**config.mk**
```make
export PLATFORM = sky130hd
export DESIGN_NAME = vcosh_top
export DESIGN_NICKNAME = d
export VERILOG_FILES = /design/src/design/vcosh_pkg.sv /design/src/design/vcosh_csr.sv /design/src/design/scalar_cosh.sv /design/src/design/vector_cosh.sv /design/src/design/vcosh_top.sv
export VERILOG_INCLUDE_DIRS = /design/src /design/src/design
export SDC_FILE = /design/constraint.sdc
export NUM_CORES = 2
export LEC_CHECK = 0
export BUFFER_PORTS_ARGS = -buffer_cell sky130_fd_sc_hd__buf_2
export CAP_MARGIN = 30
export CORE_MARGIN = 2
export CORE_UTILIZATION = 50
export DETAILED_ROUTE_END_ITERATION = 10
export PLACE_DENSITY = 0.67
export SETUP_SLACK_MARGIN = 0.2
export SYNTH_ARGS = -nofsm -noshare
export SYNTH_HDL_FRONTEND = slang
export SYNTH_HIERARCHICAL = 1
export SYNTH_SLANG_ARGS = --single-unit
```
**constraint.sdc**
```tcl
create_clock -name CLK -period 14.15 [get_ports CLK]
set_input_delay 1.415 -clock CLK [delete_from_list [all_inputs] [get_ports CLK]]
set_output_delay 1.415 -clock CLK [all_outputs]
set_load 0.1 [all_outputs]
```
**src/design/vcosh_macros.svh**
```systemverilog
// Fixed point is Q15.16 in 32 bits and the register map covers four word-aligned offsets only
`ifndef VCOSH_MACROS_SVH
`define VCOSH_MACROS_SVH

//////////////////////////////
// Number format
//////////////////////////////

// Data word and fraction bits
`define VCOSH_DATA_W 32
`define VCOSH_FRAC_W 16

// Vector length register width
`define VCOSH_SIZE_W 16

//////////////////////////////
// Series
//////////////////////////////

// Terms after the constant one
`define VCOSH_TERMS 3

// 1/2, 1/12 and 1/30 in Q16, applied after each x squared step
`define VCOSH_RECIP_1 32768
`define VCOSH_RECIP_2 5461
`define VCOSH_RECIP_3 2185

//////////////////////////////
// Register map
//////////////////////////////

`define VCOSH_ADDR_W      4
`define VCOSH_ADDR_CTRL   4'h0
`define VCOSH_ADDR_SIZE   4'h4
`define VCOSH_ADDR_STATUS 4'h8
`define VCOSH_ADDR_COUNT  4'hC

`endif

```
**src/design/vcosh_pkg.sv**
```systemverilog
// Enum values carry a prefix per type because all of them share the package scope
`default_nettype none

package vcosh_pkg;

  //////////////////////////////
  // Vector sequencer
  //////////////////////////////

  // Wait for start, take one element, wait for the scalar result
  typedef enum logic [1:0] {
    SEQ_IDLE      = 2'd0,
    SEQ_WAIT_IN   = 2'd1,
    SEQ_WAIT_CALC = 2'd2
  } seq_state_t;

  //////////////////////////////
  // Scalar cosh unit
  //////////////////////////////

  // One square, then x2 and reciprocal steps alternate per term
  typedef enum logic [1:0] {
    COSH_IDLE      = 2'd0,
    COSH_SQUARE    = 2'd1,
    COSH_MUL_X2    = 2'd2,
    COSH_MUL_RECIP = 2'd3
  } cosh_state_t;

  //////////////////////////////
  // AXI4-Lite
  //////////////////////////////

  // Only the two codes this slave can return
  typedef enum logic [1:0] {
    AXI_OKAY   = 2'b00,
    AXI_SLVERR = 2'b10
  } axi_resp_t;

endpackage

`default_nettype wire

```
**src/design/vcosh_csr.sv**
```systemverilog
// One AXI4-Lite transaction per channel at a time and START is dropped while busy or with SIZE zero
`timescale 1ns/1ns
`default_nettype none

`include "vcosh_macros.svh"

module vcosh_csr (
  input  logic                         CLK,
  input  logic                         RST,

  // AXI4-Lite write address and data
  input  logic [`VCOSH_ADDR_W-1:0]     s_axi_awaddr,
  input  logic                         s_axi_awvalid,
  output logic                         s_axi_awready,
  input  logic [`VCOSH_DATA_W-1:0]     s_axi_wdata,
  input  logic [`VCOSH_DATA_W/8-1:0]   s_axi_wstrb,
  input  logic                         s_axi_wvalid,
  output logic                         s_axi_wready,

  // AXI4-Lite write response
  output vcosh_pkg::axi_resp_t         s_axi_bresp,
  output logic                         s_axi_bvalid,
  input  logic                         s_axi_bready,

  // AXI4-Lite read
  input  logic [`VCOSH_ADDR_W-1:0]     s_axi_araddr,
  input  logic                         s_axi_arvalid,
  output logic                         s_axi_arready,
  output logic [`VCOSH_DATA_W-1:0]     s_axi_rdata,
  output vcosh_pkg::axi_resp_t         s_axi_rresp,
  output logic                         s_axi_rvalid,
  input  logic                         s_axi_rready,

  // Sequencer control
  output logic                         start,
  output logic [`VCOSH_SIZE_W-1:0]     size,
  input  logic                         busy,
  input  logic                         elem_done,
  input  logic                         run_done
);

  import vcosh_pkg::*;

  localparam int W  = `VCOSH_DATA_W;
  localparam int SW = `VCOSH_SIZE_W;

  // Software visible registers
  logic [SW-1:0] size_reg;
  logic          done_reg;
  logic [W-1:0]  count_reg;

  // Decoded channel events
  logic          wr_fire;
  logic          rd_fire;
  logic          start_req;
  axi_resp_t     wr_resp;
  axi_resp_t     rd_resp;
  logic [W-1:0]  rd_data;

  // Handshake edges, ready is only high after both valids were seen
  assign wr_fire = s_axi_awready && s_axi_awvalid && s_axi_wvalid;
  assign rd_fire = s_axi_arready && s_axi_arvalid;

  // Start bit lives in the low byte lane
  assign start_req = wr_fire && (s_axi_awaddr == `VCOSH_ADDR_CTRL) &&
                     s_axi_wstrb[0] && s_axi_wdata[0];

  // Write decode, anything off the map is an error
  always_comb begin
    wr_resp = AXI_OKAY;
    case (s_axi_awaddr)
      `VCOSH_ADDR_CTRL, `VCOSH_ADDR_SIZE, `VCOSH_ADDR_STATUS, `VCOSH_ADDR_COUNT: ;
      default: wr_resp = AXI_SLVERR;
    endcase
  end

  // Read mux, CTRL reads back as zero since START self clears
  always_comb begin
    rd_data = '0;
    rd_resp = AXI_OKAY;
    case (s_axi_araddr)
      `VCOSH_ADDR_CTRL:   rd_data = '0;
      `VCOSH_ADDR_SIZE:   rd_data = {{(W-SW){1'b0}}, size_reg};
      `VCOSH_ADDR_STATUS: rd_data = {{(W-2){1'b0}}, done_reg, busy};
      `VCOSH_ADDR_COUNT:  rd_data = count_reg;
      default:            rd_resp = AXI_SLVERR;
    endcase
  end

  //////////////////////////////
  // Write channel
  //////////////////////////////

  always_ff @(posedge CLK or posedge RST) begin
    if (RST) begin
      s_axi_awready <= 1'b0;
      s_axi_wready  <= 1'b0;
      s_axi_bvalid  <= 1'b0;
      s_axi_bresp   <= AXI_OKAY;
    end else begin
      // Single cycle ready pulse on both channels together
      s_axi_awready <= 1'b0;
      s_axi_wready  <= 1'b0;
      if (s_axi_awvalid && s_axi_wvalid && !s_axi_awready && !s_axi_bvalid) begin
        s_axi_awready <= 1'b1;
        s_axi_wready  <= 1'b1;
      end
      // Response follows the handshake, held until accepted
      if (wr_fire) begin
        s_axi_bvalid <= 1'b1;
        s_axi_bresp  <= wr_resp;
      end else if (s_axi_bvalid && s_axi_bready) begin
        s_axi_bvalid <= 1'b0;
      end
    end
  end

  //////////////////////////////
  // Read channel
  //////////////////////////////

  always_ff @(posedge CLK or posedge RST) begin
    if (RST) begin
      s_axi_arready <= 1'b0;
      s_axi_rvalid  <= 1'b0;
      s_axi_rresp   <= AXI_OKAY;
    end else begin
      s_axi_arready <= s_axi_arvalid && !s_axi_arready && !s_axi_rvalid;
      if (rd_fire) begin
        s_axi_rvalid <= 1'b1;
        s_axi_rresp  <= rd_resp;
      end else if (s_axi_rvalid && s_axi_rready) begin
        s_axi_rvalid <= 1'b0;
      end
    end
  end

  // Read data captured with the address handshake
  always_ff @(posedge CLK) begin
    if (rd_fire) begin
      s_axi_rdata <= rd_data;
    end
  end

  //////////////////////////////
  // Registers and run control
  //////////////////////////////

  always_ff @(posedge CLK or posedge RST) begin
    if (RST) begin
      size_reg  <= '0;
      size      <= '0;
      start     <= 1'b0;
      done_reg  <= 1'b0;
      count_reg <= '0;
    end else begin
      start <= 1'b0;

      // SIZE honours the two low byte strobes
      if (wr_fire && (s_axi_awaddr == `VCOSH_ADDR_SIZE)) begin
        if (s_axi_wstrb[0]) size_reg[7:0]  <= s_axi_wdata[7:0];
        if (s_axi_wstrb[1]) size_reg[15:8] <= s_axi_wdata[15:8];
      end

      // Pulse pending counts as busy, the sequencer sees it one cycle late
      if (start_req && !busy && !start && (size_reg != '0)) begin
        start     <= 1'b1;
        size      <= size_reg;
        done_reg  <= 1'b0;
        count_reg <= '0;
      end else begin
        if (run_done)  done_reg  <= 1'b1;
        if (elem_done) count_reg <= count_reg + 1'b1;
      end
    end
  end

endmodule

`default_nettype wire

```
**src/design/scalar_cosh.sv**
```systemverilog
// Valid for |x| below 4.0 only, one element at a time, result is valid in the cycle ready is high
`timescale 1ns/1ns
`default_nettype none

`include "vcosh_macros.svh"

module scalar_cosh (
  input  logic                            CLK,
  input  logic                            RST,
  input  logic                            start,
  input  logic signed [`VCOSH_DATA_W-1:0] x,
  output logic                            ready,
  output logic signed [`VCOSH_DATA_W-1:0] result
);

  import vcosh_pkg::*;

  localparam int W = `VCOSH_DATA_W;

  // 1.0 in Q16
  localparam logic signed [W-1:0] ONE = 1 << `VCOSH_FRAC_W;

  localparam logic signed [W-1:0] RECIP_1 = `VCOSH_RECIP_1;
  localparam logic signed [W-1:0] RECIP_2 = `VCOSH_RECIP_2;
  localparam logic signed [W-1:0] RECIP_3 = `VCOSH_RECIP_3;

  localparam logic [1:0] TERM_LAST = 2'(`VCOSH_TERMS - 1);

  cosh_state_t           state;
  logic [1:0]            term_cnt;

  // Operands and running values
  logic signed [W-1:0]   x_r;
  logic signed [W-1:0]   x2_r;
  logic signed [W-1:0]   term_r;
  logic signed [W-1:0]   acc_r;

  // Shared multiplier
  logic signed [W-1:0]   recip;
  logic signed [W-1:0]   mul_a;
  logic signed [W-1:0]   mul_b;
  logic signed [2*W-1:0] prod;
  logic signed [2*W-1:0] prod_sh;
  logic signed [W-1:0]   mul_q;

  // Reciprocal for the term being built
  always_comb begin
    case (term_cnt)
      2'd0:    recip = RECIP_1;
      2'd1:    recip = RECIP_2;
      default: recip = RECIP_3;
    endcase
  end

  // Operand select per step
  always_comb begin
    mul_a = term_r;
    mul_b = x2_r;
    case (state)
      COSH_SQUARE: begin
        mul_a = x_r;
        mul_b = x_r;
      end
      COSH_MUL_RECIP: mul_b = recip;
      default: ;
    endcase
    // Full 64 bit product, then back to Q16
    prod    = mul_a * mul_b;
    prod_sh = prod >>> `VCOSH_FRAC_W;
    mul_q   = prod_sh[W-1:0];
  end

  //////////////////////////////
  // Step sequencing
  //////////////////////////////

  always_ff @(posedge CLK or posedge RST) begin
    if (RST) begin
      state    <= COSH_IDLE;
      term_cnt <= '0;
      ready    <= 1'b0;
    end else begin
      ready <= 1'b0;
      case (state)
        COSH_IDLE: if (start) state <= COSH_SQUARE;
        COSH_SQUARE: begin
          term_cnt <= '0;
          state    <= COSH_MUL_X2;
        end
        COSH_MUL_X2: state <= COSH_MUL_RECIP;
        COSH_MUL_RECIP: begin
          // Last term lands in acc_r on this same edge
          if (term_cnt == TERM_LAST) begin
            ready <= 1'b1;
            state <= COSH_IDLE;
          end else begin
            term_cnt <= term_cnt + 1'b1;
            state    <= COSH_MUL_X2;
          end
        end
        default: state <= COSH_IDLE;
      endcase
    end
  end

  //////////////////////////////
  // Datapath
  //////////////////////////////

  always_ff @(posedge CLK) begin
    case (state)
      COSH_IDLE: if (start) x_r <= x;
      COSH_SQUARE: begin
        x2_r   <= mul_q;
        term_r <= ONE;
        acc_r  <= ONE;
      end
      COSH_MUL_X2: term_r <= mul_q;
      COSH_MUL_RECIP: begin
        term_r <= mul_q;
        acc_r  <= acc_r + mul_q;
      end
      default: ;
    endcase
  end

  assign result = acc_r;

endmodule

`default_nettype wire

```
**src/design/vector_cosh.sv**
```systemverilog
// Output has no back-pressure and size must stay stable and nonzero for the whole run
`timescale 1ns/1ns
`default_nettype none

`include "vcosh_macros.svh"

module vector_cosh (
  input  logic                            CLK,
  input  logic                            RST,

  // Run control
  input  logic                            start,
  input  logic [`VCOSH_SIZE_W-1:0]        size,

  // Input stream
  input  logic signed [`VCOSH_DATA_W-1:0] in_data,
  input  logic                            in_valid,
  output logic                            in_ready,

  // Output stream
  output logic signed [`VCOSH_DATA_W-1:0] out_data,
  output logic                            out_valid,

  // Status towards the register block
  output logic                            busy,
  output logic                            elem_done,
  output logic                            run_done
);

  import vcosh_pkg::*;

  localparam int W = `VCOSH_DATA_W;

  seq_state_t                 state;
  logic [`VCOSH_SIZE_W-1:0]   index;
  logic                       last_elem;
  logic                       accept;

  // Scalar unit hookup
  logic                       cosh_start;
  logic                       cosh_ready;
  logic signed [W-1:0]        cosh_x;
  logic signed [W-1:0]        cosh_result;

  // One idle input cycle follows every result
  assign in_ready  = (state == SEQ_WAIT_IN) && !out_valid;
  assign accept    = in_valid && in_ready;
  assign last_elem = (index == size - 1'b1);
  assign busy      = (state != SEQ_IDLE);
  assign elem_done = out_valid;

  //////////////////////////////
  // Sequencer FSM
  //////////////////////////////

  always_ff @(posedge CLK or posedge RST) begin
    if (RST) begin
      state      <= SEQ_IDLE;
      index      <= '0;
      cosh_start <= 1'b0;
      out_valid  <= 1'b0;
      run_done   <= 1'b0;
    end else begin
      cosh_start <= 1'b0;
      out_valid  <= 1'b0;
      run_done   <= 1'b0;
      case (state)
        SEQ_IDLE: begin
          if (start) begin
            index <= '0;
            state <= SEQ_WAIT_IN;
          end
        end
        SEQ_WAIT_IN: begin
          if (accept) begin
            cosh_start <= 1'b1;
            state      <= SEQ_WAIT_CALC;
          end
        end
        SEQ_WAIT_CALC: begin
          if (cosh_ready) begin
            out_valid <= 1'b1;
            // Run ends with its last result
            if (last_elem) begin
              run_done <= 1'b1;
              state    <= SEQ_IDLE;
            end else begin
              index <= index + 1'b1;
              state <= SEQ_WAIT_IN;
            end
          end
        end
        default: state <= SEQ_IDLE;
      endcase
    end
  end

  // Element and result registers
  always_ff @(posedge CLK) begin
    if (accept) cosh_x <= in_data;
    if ((state == SEQ_WAIT_CALC) && cosh_ready) out_data <= cosh_result;
  end

  scalar_cosh u_scalar_cosh (
    .CLK    (CLK),
    .RST    (RST),
    .start  (cosh_start),
    .x      (cosh_x),
    .ready  (cosh_ready),
    .result (cosh_result)
  );

endmodule

`default_nettype wire

```
**src/design/vcosh_top.sv**
```systemverilog
// Consumer must always take out_data when out_valid is high and inputs must stay below 4.0
`timescale 1ns/1ns
`default_nettype none

`include "vcosh_macros.svh"

module vcosh_top (
  input  logic                            CLK,
  input  logic                            RST,

  // AXI4-Lite slave
  input  logic [`VCOSH_ADDR_W-1:0]        s_axi_awaddr,
  input  logic                            s_axi_awvalid,
  output logic                            s_axi_awready,
  input  logic [`VCOSH_DATA_W-1:0]        s_axi_wdata,
  input  logic [`VCOSH_DATA_W/8-1:0]      s_axi_wstrb,
  input  logic                            s_axi_wvalid,
  output logic                            s_axi_wready,
  output vcosh_pkg::axi_resp_t            s_axi_bresp,
  output logic                            s_axi_bvalid,
  input  logic                            s_axi_bready,
  input  logic [`VCOSH_ADDR_W-1:0]        s_axi_araddr,
  input  logic                            s_axi_arvalid,
  output logic                            s_axi_arready,
  output logic [`VCOSH_DATA_W-1:0]        s_axi_rdata,
  output vcosh_pkg::axi_resp_t            s_axi_rresp,
  output logic                            s_axi_rvalid,
  input  logic                            s_axi_rready,

  // Element streams
  input  logic signed [`VCOSH_DATA_W-1:0] in_data,
  input  logic                            in_valid,
  output logic                            in_ready,
  output logic signed [`VCOSH_DATA_W-1:0] out_data,
  output logic                            out_valid
);

  // Register block to sequencer
  logic                     start;
  logic [`VCOSH_SIZE_W-1:0] size;

  // Sequencer back to register block
  logic                     busy;
  logic                     elem_done;
  logic                     run_done;

  vcosh_csr u_csr (
    .CLK           (CLK),
    .RST           (RST),
    .s_axi_awaddr  (s_axi_awaddr),
    .s_axi_awvalid (s_axi_awvalid),
    .s_axi_awready (s_axi_awready),
    .s_axi_wdata   (s_axi_wdata),
    .s_axi_wstrb   (s_axi_wstrb),
    .s_axi_wvalid  (s_axi_wvalid),
    .s_axi_wready  (s_axi_wready),
    .s_axi_bresp   (s_axi_bresp),
    .s_axi_bvalid  (s_axi_bvalid),
    .s_axi_bready  (s_axi_bready),
    .s_axi_araddr  (s_axi_araddr),
    .s_axi_arvalid (s_axi_arvalid),
    .s_axi_arready (s_axi_arready),
    .s_axi_rdata   (s_axi_rdata),
    .s_axi_rresp   (s_axi_rresp),
    .s_axi_rvalid  (s_axi_rvalid),
    .s_axi_rready  (s_axi_rready),
    .start         (start),
    .size          (size),
    .busy          (busy),
    .elem_done     (elem_done),
    .run_done      (run_done)
  );

  vector_cosh u_vector_cosh (
    .CLK       (CLK),
    .RST       (RST),
    .start     (start),
    .size      (size),
    .in_data   (in_data),
    .in_valid  (in_valid),
    .in_ready  (in_ready),
    .out_data  (out_data),
    .out_valid (out_valid),
    .busy      (busy),
    .elem_done (elem_done),
    .run_done  (run_done)
  );

endmodule

`default_nettype wire

```
# Word level (Yosys, flattened, before mapping)
# Cells that the tools add are included.
word_totals:
  register_bits: 324
  word_cells: 144
op_classes:
  add_sub_neg: 5
  multipliers: 1
  eq_ne: 20
  n_mux: 41
  reduce_logical: 50
ops:
  columns: ["operator", "count"]
  rows:
  - ["$pmux W32 S2", 3]
  - ["$mux W32", 3]
  - ["$pmux W32 S3", 1]
  - ["$pmux W16 S2", 2]
  - ["$mul A32 B32 Y48", 1]
  - ["$mux W16", 3]
  - ["$add A32 B1 Y32 const B", 1]
  - ["$add A32 B32 Y32", 1]
  - ["$logic_and A1 B1 Y1", 20]
  - ["$mux W1", 18]
  - ["$add A16 B1 Y16 const B", 1]
  - ["$eq A16 B16 Y1", 1]
  - ["$eq A4 B4 Y1 const B", 4]
  - ["$mux W2", 8]
  - ["$reduce_bool A16 Y1", 1]
  - ["$reduce_bool A2 Y1", 8]
  - ["$sub A16 B1 Y16 const B", 1]
  - ["$eq A2 B2 Y1 const B", 4]
  - ["$eq A4 B3 Y1 const B", 2]
  - ["$logic_not A4 Y1", 2]
  - ["$ne A2 B2 Y1 const B", 4]
  - ["$pmux W2 S4", 1]
  - ["$reduce_and A2 Y1", 4]
  - ["$reduce_or A4 Y1", 2]
  - ["other kinds (10)", 21]

# Depth between registers and ports, before layout
logic_depth:
  word_depth: 9
  depth_mapped: 47

# Modules after synthesis
# Netlist, hierarchy kept.
modules_own_cells:
  columns: ["module", "n_inst", "cells_each", "area_each_um2", "seq_area_each_um2"]
  rows:
  - ["scalar_cosh", 1, 3739, 34643.2, 3968.8]
  - ["vcosh_csr", 1, 370, 4665.7, 2762.6]
  - ["vector_cosh", 1, 250, 3589.7, 2447.3]

# Worst setup path before layout
# OpenSTA, ideal clock, no wires.
synth_path:
  path_type: "flip-flop to flip-flop"
  from: "reg u_vector_cosh.u_scalar_cosh.state[1]"
  to: "reg u_vector_cosh.u_scalar_cosh.acc_r[28] (netlist: u_vector_cosh/u_scalar_cosh/result[28]), data pin"
  arrival_ns: 10.890
  required_ns: 13.884
  setup_slack_ns: 2.994
  stages_incl_launch_ff: 46
  n_path_buf: 5
  period_less_slack_ns: 11.156
  path_cell_list: "dfrtp_1 -> nand2b_1 -> buf_6 -> inv_2 -> buf_2 -> buf_1 -> buf_1 -> nand2_1 -> nand2_1 -> clkbuf_1 -> nand2_1 -> fa_1 -> inv_1 -> fa_1 -> fa_1 -> inv_1 -> fa_1 -> inv_1 -> [10 not listed] -> o21ai_1 -> nand3_1 -> o21bai_1 -> a21oi_1 -> o21bai_1 -> xor2_1 -> ha_1 -> a21o_1 -> a221oi_1 -> o21ba_1 -> nor2_1 -> a311oi_1 -> a21oi_1 -> a211oi_2 -> o21ai_1 -> a211oi_1 -> xor2_1 -> nor2_1"
synth_via:
  elab_chain_cells: 5
synth_rtl:
  columns: ["item", "line", "source"]
  rows:
  - ["from (decl)", "scalar_cosh.sv:29", "cosh_state_t state;"]
  - ["from (signal assigned)", "scalar_cosh.sv:79", "state <= COSH_IDLE;"]
  - ["from (signal assigned)", "scalar_cosh.sv:85", "COSH_IDLE: if (start) state <= COSH_SQUARE;"]
  - ["from (signal assigned)", "scalar_cosh.sv:88", "state <= COSH_MUL_X2;"]
  - ["$eq A2 B2 Y1 or $eq A2 B1 Y1 (tied branches)", "scalar_cosh.sv:59", "case (state)"]
  - ["$pmux W32 S2 or $mux W32 (tied branches)", "scalar_cosh.sv:59", null]
  - ["$mul A32 B32 Y48 (*)", "scalar_cosh.sv:68", "prod = mul_a * mul_b;"]
  - ["via u_vector_cosh.u_scalar_cosh.prod[25]", "scalar_cosh.sv:42", "logic signed [2*W-1:0] prod;"]
  - ["$add A32 B32 Y32 (*)", "scalar_cosh.sv:121", "acc_r <= acc_r + mul_q;"]
  - ["$pmux W32 S2 (*)", "scalar_cosh.sv:111", "case (state)"]
  - ["to (signal assigned)", "scalar_cosh.sv:121", null]
  - ["to (decl)", "scalar_cosh.sv:36", "logic signed [W-1:0] acc_r;"]
# Mark *: on every way through the listed nets, which the timed path passes. The rest lies on a longest branch.
# A chain may end at the register's enable or synchronous reset.

# Worst setup path after layout
layout_path:
  from: "reg u_vector_cosh.u_scalar_cosh.state[0]"
  to: "reg u_vector_cosh.u_scalar_cosh.acc_r[28] (netlist: u_vector_cosh/u_scalar_cosh/result[28]), data pin"
# The elaborated chain is that of the path after synthesis.

==> metrics.md <==
| Metric | Value |
|---|---|
| Run status | `completed` |
| Critical Path Start | `u_vector_cosh/u_scalar_cosh/state[0]$_DFFE_PP0P_` |
| Final Hold Viols | `0` |
| Reg2Reg Setup Slack | `about 1.1 ns` |
| First-pass iteration count of the detailed router | `6` |
| Fin crit share | `a little over 90%` |
| CP Capture Type | `flop` |
| Root Driver | `clkbuf_16` |
| Num Clock Sinks | `322` |
| 1st-iter DRT viols | `2706` |
| Setup bufs post-CTS | `0` |
| Worst path required time | `14.45 ns` |
| Post-Syn Area | `between 40000 and 50000 um^2` |
| Vias in the first global route | `around 32000` |
| Chip Height | `about 300 um` |
| # port buffers | `138` |
| Vias per cell | `~5.6` |
| Worst slew pin tran | `approximately 1.1 ns` |
| Cell repeated most along the worst path | `fa_1` |
| Largest net degree at the start of global routing | `73` |
| RR Startpoint | `u_vector_cosh/u_scalar_cosh/state[0]$_DFFE_PP0P_` |
| FFs w/ async S/R, synth | `between 30% and 40%` |
| Worst skew pair latency | `about 0.57 ns` |
| Core region area | `85150 um^2` |
| Yosys reg bits | `around 320` |
| Share of layout cells above drive strength 1 | `just under 9%` |
| Width of the chip | `296.9 um` |
| TritonCTS Buffers | `30` |
| Worst R2R End | `u_vector_cosh/u_scalar_cosh/result[28]$_SDFFCE_PN0N_` |
| R2r worst-path depth | `33` |
| Library cells used by synthesis | `90` |
| Initial antenna violation count | `3` |
| Final cell count without fillers | `around 5600` |
| Slew headroom | `26.65%` |
| Most common cell in the synthesized netlist | `fa_1` |
| Final WL | `123100 um` |
| Crit path to | `u_vector_cosh/u_scalar_cosh/result[28]$_SDFFCE_PN0N_` |
| Arrival time at the worst endpoint | `roughly 13 ns` |
| CTS H-tree depth | `1` |
| Slew Limit Fails | `0` |
| Max Cap Viol | `0` |
| # nets final | `between 5000 and 6000` |
| Die area | `between 80000 and 90000 um^2` |
| CP peak stage delay | `around 1.1 ns` |
| Hold WS | `between 0.4 and 0.5 ns` |
| Final Critical Period | `13.10 ns` |
| Critical path peak fanout | `37` |
| Yosys top cell area share | `between 30% and 40%` |
| # placed instances | `5535` |
| Met2 WL | `around 54000 um` |
| Core Rows | `~110` |
| CTS clk-pin slew, worst paths | `0.06 ns` |
| First-pass GRT wire length | `191900 um` |
| Worst Hold Class | `flop to flop` |
| DRT antenna net count | `0` |
| DRC violations left | `0` |
| Leading area contributor after synthesis | `fa_1` |
| Skew final | `0.01109 ns` |
| Syn Inst Count | `~4400` |
| DP HPWL | `between 90000 and 100000 um` |
| Seq/Total Area, Yosys | `21.40%` |
| WS Path Type | `flop to flop` |
| Hold Buf Count CTS | `0` |
| Highest metal used | `met4` |
| CTS tree | `built` |
| RSZ-0062 raised after global routing | `no` |
| Post-synth EDFFs | `between 200 and 250` |
| Routability congestion estimate from global placement | `0.9758` |
| Crit path launch type | `flop` |
| Yosys warns | `6` |
| Wl on met1 | `49840 um` |
| Met3 wire len | `13300 um` |
| Achievable Freq | `about 76 MHz` |
| Top cells by count, synth | `fa_1, inv_1, nor2_1, nand2_1, edfxtp_1` |
| Synth top area cells | `fa_1, edfxtp_1, inv_1` |
| Synth Flop Type | `edfxtp_1` |
| Clock Path Buffers | `3` |
| Detailed-route via count | `~31000` |
| Initial Util | `approximately 50%` |
| Fillers | `7635` |
| GRT overflow | `0` |
| Slowest stage cell, crit path | `a22oi_2` |
| Post-cts sizing count | `0` |
| # setup viols final | `0` |
| Ports | `159` |
| Setup TNS | `0 ns` |
| Mean area per synthesized cell | `roughly 9.8 um^2` |
| Finished Core Util | `54.03%` |
| Routed length per instance | `22.01 um` |
| Area Overhead vs Synth | `7.245%` |
| GRT Total Usage | `~28%` |
[final cells by class]
class,count,area [um^2],area share (%)
Sequential cell,322,9183,19.96
Inverter,818,3072,6.677
Timing Repair Buffer,233,1463,3.179
Multi-Input combinational cell,3018,29880,64.94
Clock buffer,39,805.8,1.751
Antenna cell,4,10.01,0.02176
Clock inverter,16,163.9,0.3563
Tap cell,1144,1431,3.111
[logic make-up (layout without fill, tap and decap cells)]
family | Yosys count | in the layout | share of synthesized area [%]
xor gates and xnor gates | 128 | 128 | 2.727
buffers and inverters | 1020 | 1106 | 9.214
other | 1 | 6 | 0.008742
DFF | 322 | 322 | 21.40
and+or+nand+nor | 1430 | 1430 | 14.45
adders and majority gates | 1042 | 1042 | 45.07
muxes | 64 | 64 | 1.636
AOI/OAI and AO/OA | 352 | 352 | 5.498
[worst max-delay path, delay by kind of cell (launching register included)]
family | cells | cell delay [ns]
AOI/OAI and AO/OA | 9 | 3.41
xor gates and xnor gates | 2 | 0.67
adders and majority gates | 10 | 4.86
buffers and inverters | 4 | 1.29
DFF | 1 | 0.67
and+or+nand+nor | 8 | 1.94
[through the flow]
| stage | cell area [um^2] | setup WS [ns] |
|---|---|---|
| global route | 46000 | 0.3906 |
| CTS | 46000 | 1.166 |
| floorplan | 42900 | 2.994 |
| detailed placement | 45030 | 1.320 |
| finish | 46010 | 1.052 |
| global placement | 44910 | 1.357 |
[routing by layer]
layer	up-vias	global-route usage, %
met5	-	0
met4	0	12.39
met3	282	6.342
met2	1499	42.42
met1	16100	40.32
li1	13530	-
[worst min path at each step]
stage                                  startpoint                                             to  slack (ns)  depth (start not counted)
6_report       u_vector_cosh/cosh_x[13]$_DFFE_PP_  u_vector_cosh/u_scalar_cosh/x_r[13]$_DFFE_PP_        0.42                          0
5_1_grt         u_vector_cosh/cosh_x[4]$_DFFE_PP_   u_vector_cosh/u_scalar_cosh/x_r[4]$_DFFE_PP_        0.43                          0
4_1_cts        u_vector_cosh/cosh_x[13]$_DFFE_PP_  u_vector_cosh/u_scalar_cosh/x_r[13]$_DFFE_PP_        0.42                          0
3_3_place_gp    u_vector_cosh/cosh_x[1]$_DFFE_PP_   u_vector_cosh/u_scalar_cosh/x_r[1]$_DFFE_PP_        0.40                          0
3_5_place_dp   u_vector_cosh/cosh_x[13]$_DFFE_PP_  u_vector_cosh/u_scalar_cosh/x_r[13]$_DFFE_PP_        0.40                          0
2_1_floorplan   u_vector_cosh/cosh_x[0]$_DFFE_PP_   u_vector_cosh/u_scalar_cosh/x_r[0]$_DFFE_PP_        0.40                          0
[cell usage in the layout, fill, tap and decap left out, types with 16 or more instances in the layout]
cell type / instances
o21ai_1: 21
mux2i_1: 16
buf_4: 89
or4_1: 18
xnor2_1: 74
o21bai_1: 17
a21oi_1: 93
ha_1: 203
mux2_2: 34
nand2b_1: 29
nand4_1: 26
o21ai_0: 29
edfxtp_1: 224
nand3_1: 34
and3_1: 21
buf_2: 138
dfrtp_1: 97
a21o_1: 40
nor3_1: 20
and2_1: 62
inv_1: 814
nand2_1: 501
clkbuf_16: 31
o31ai_1: 29
xor2_1: 50
nor2_1: 628
fa_1: 839
Power is not shown: default switching activity piles up to over one toggle a cycle in this logic, so the estimate is an artifact.
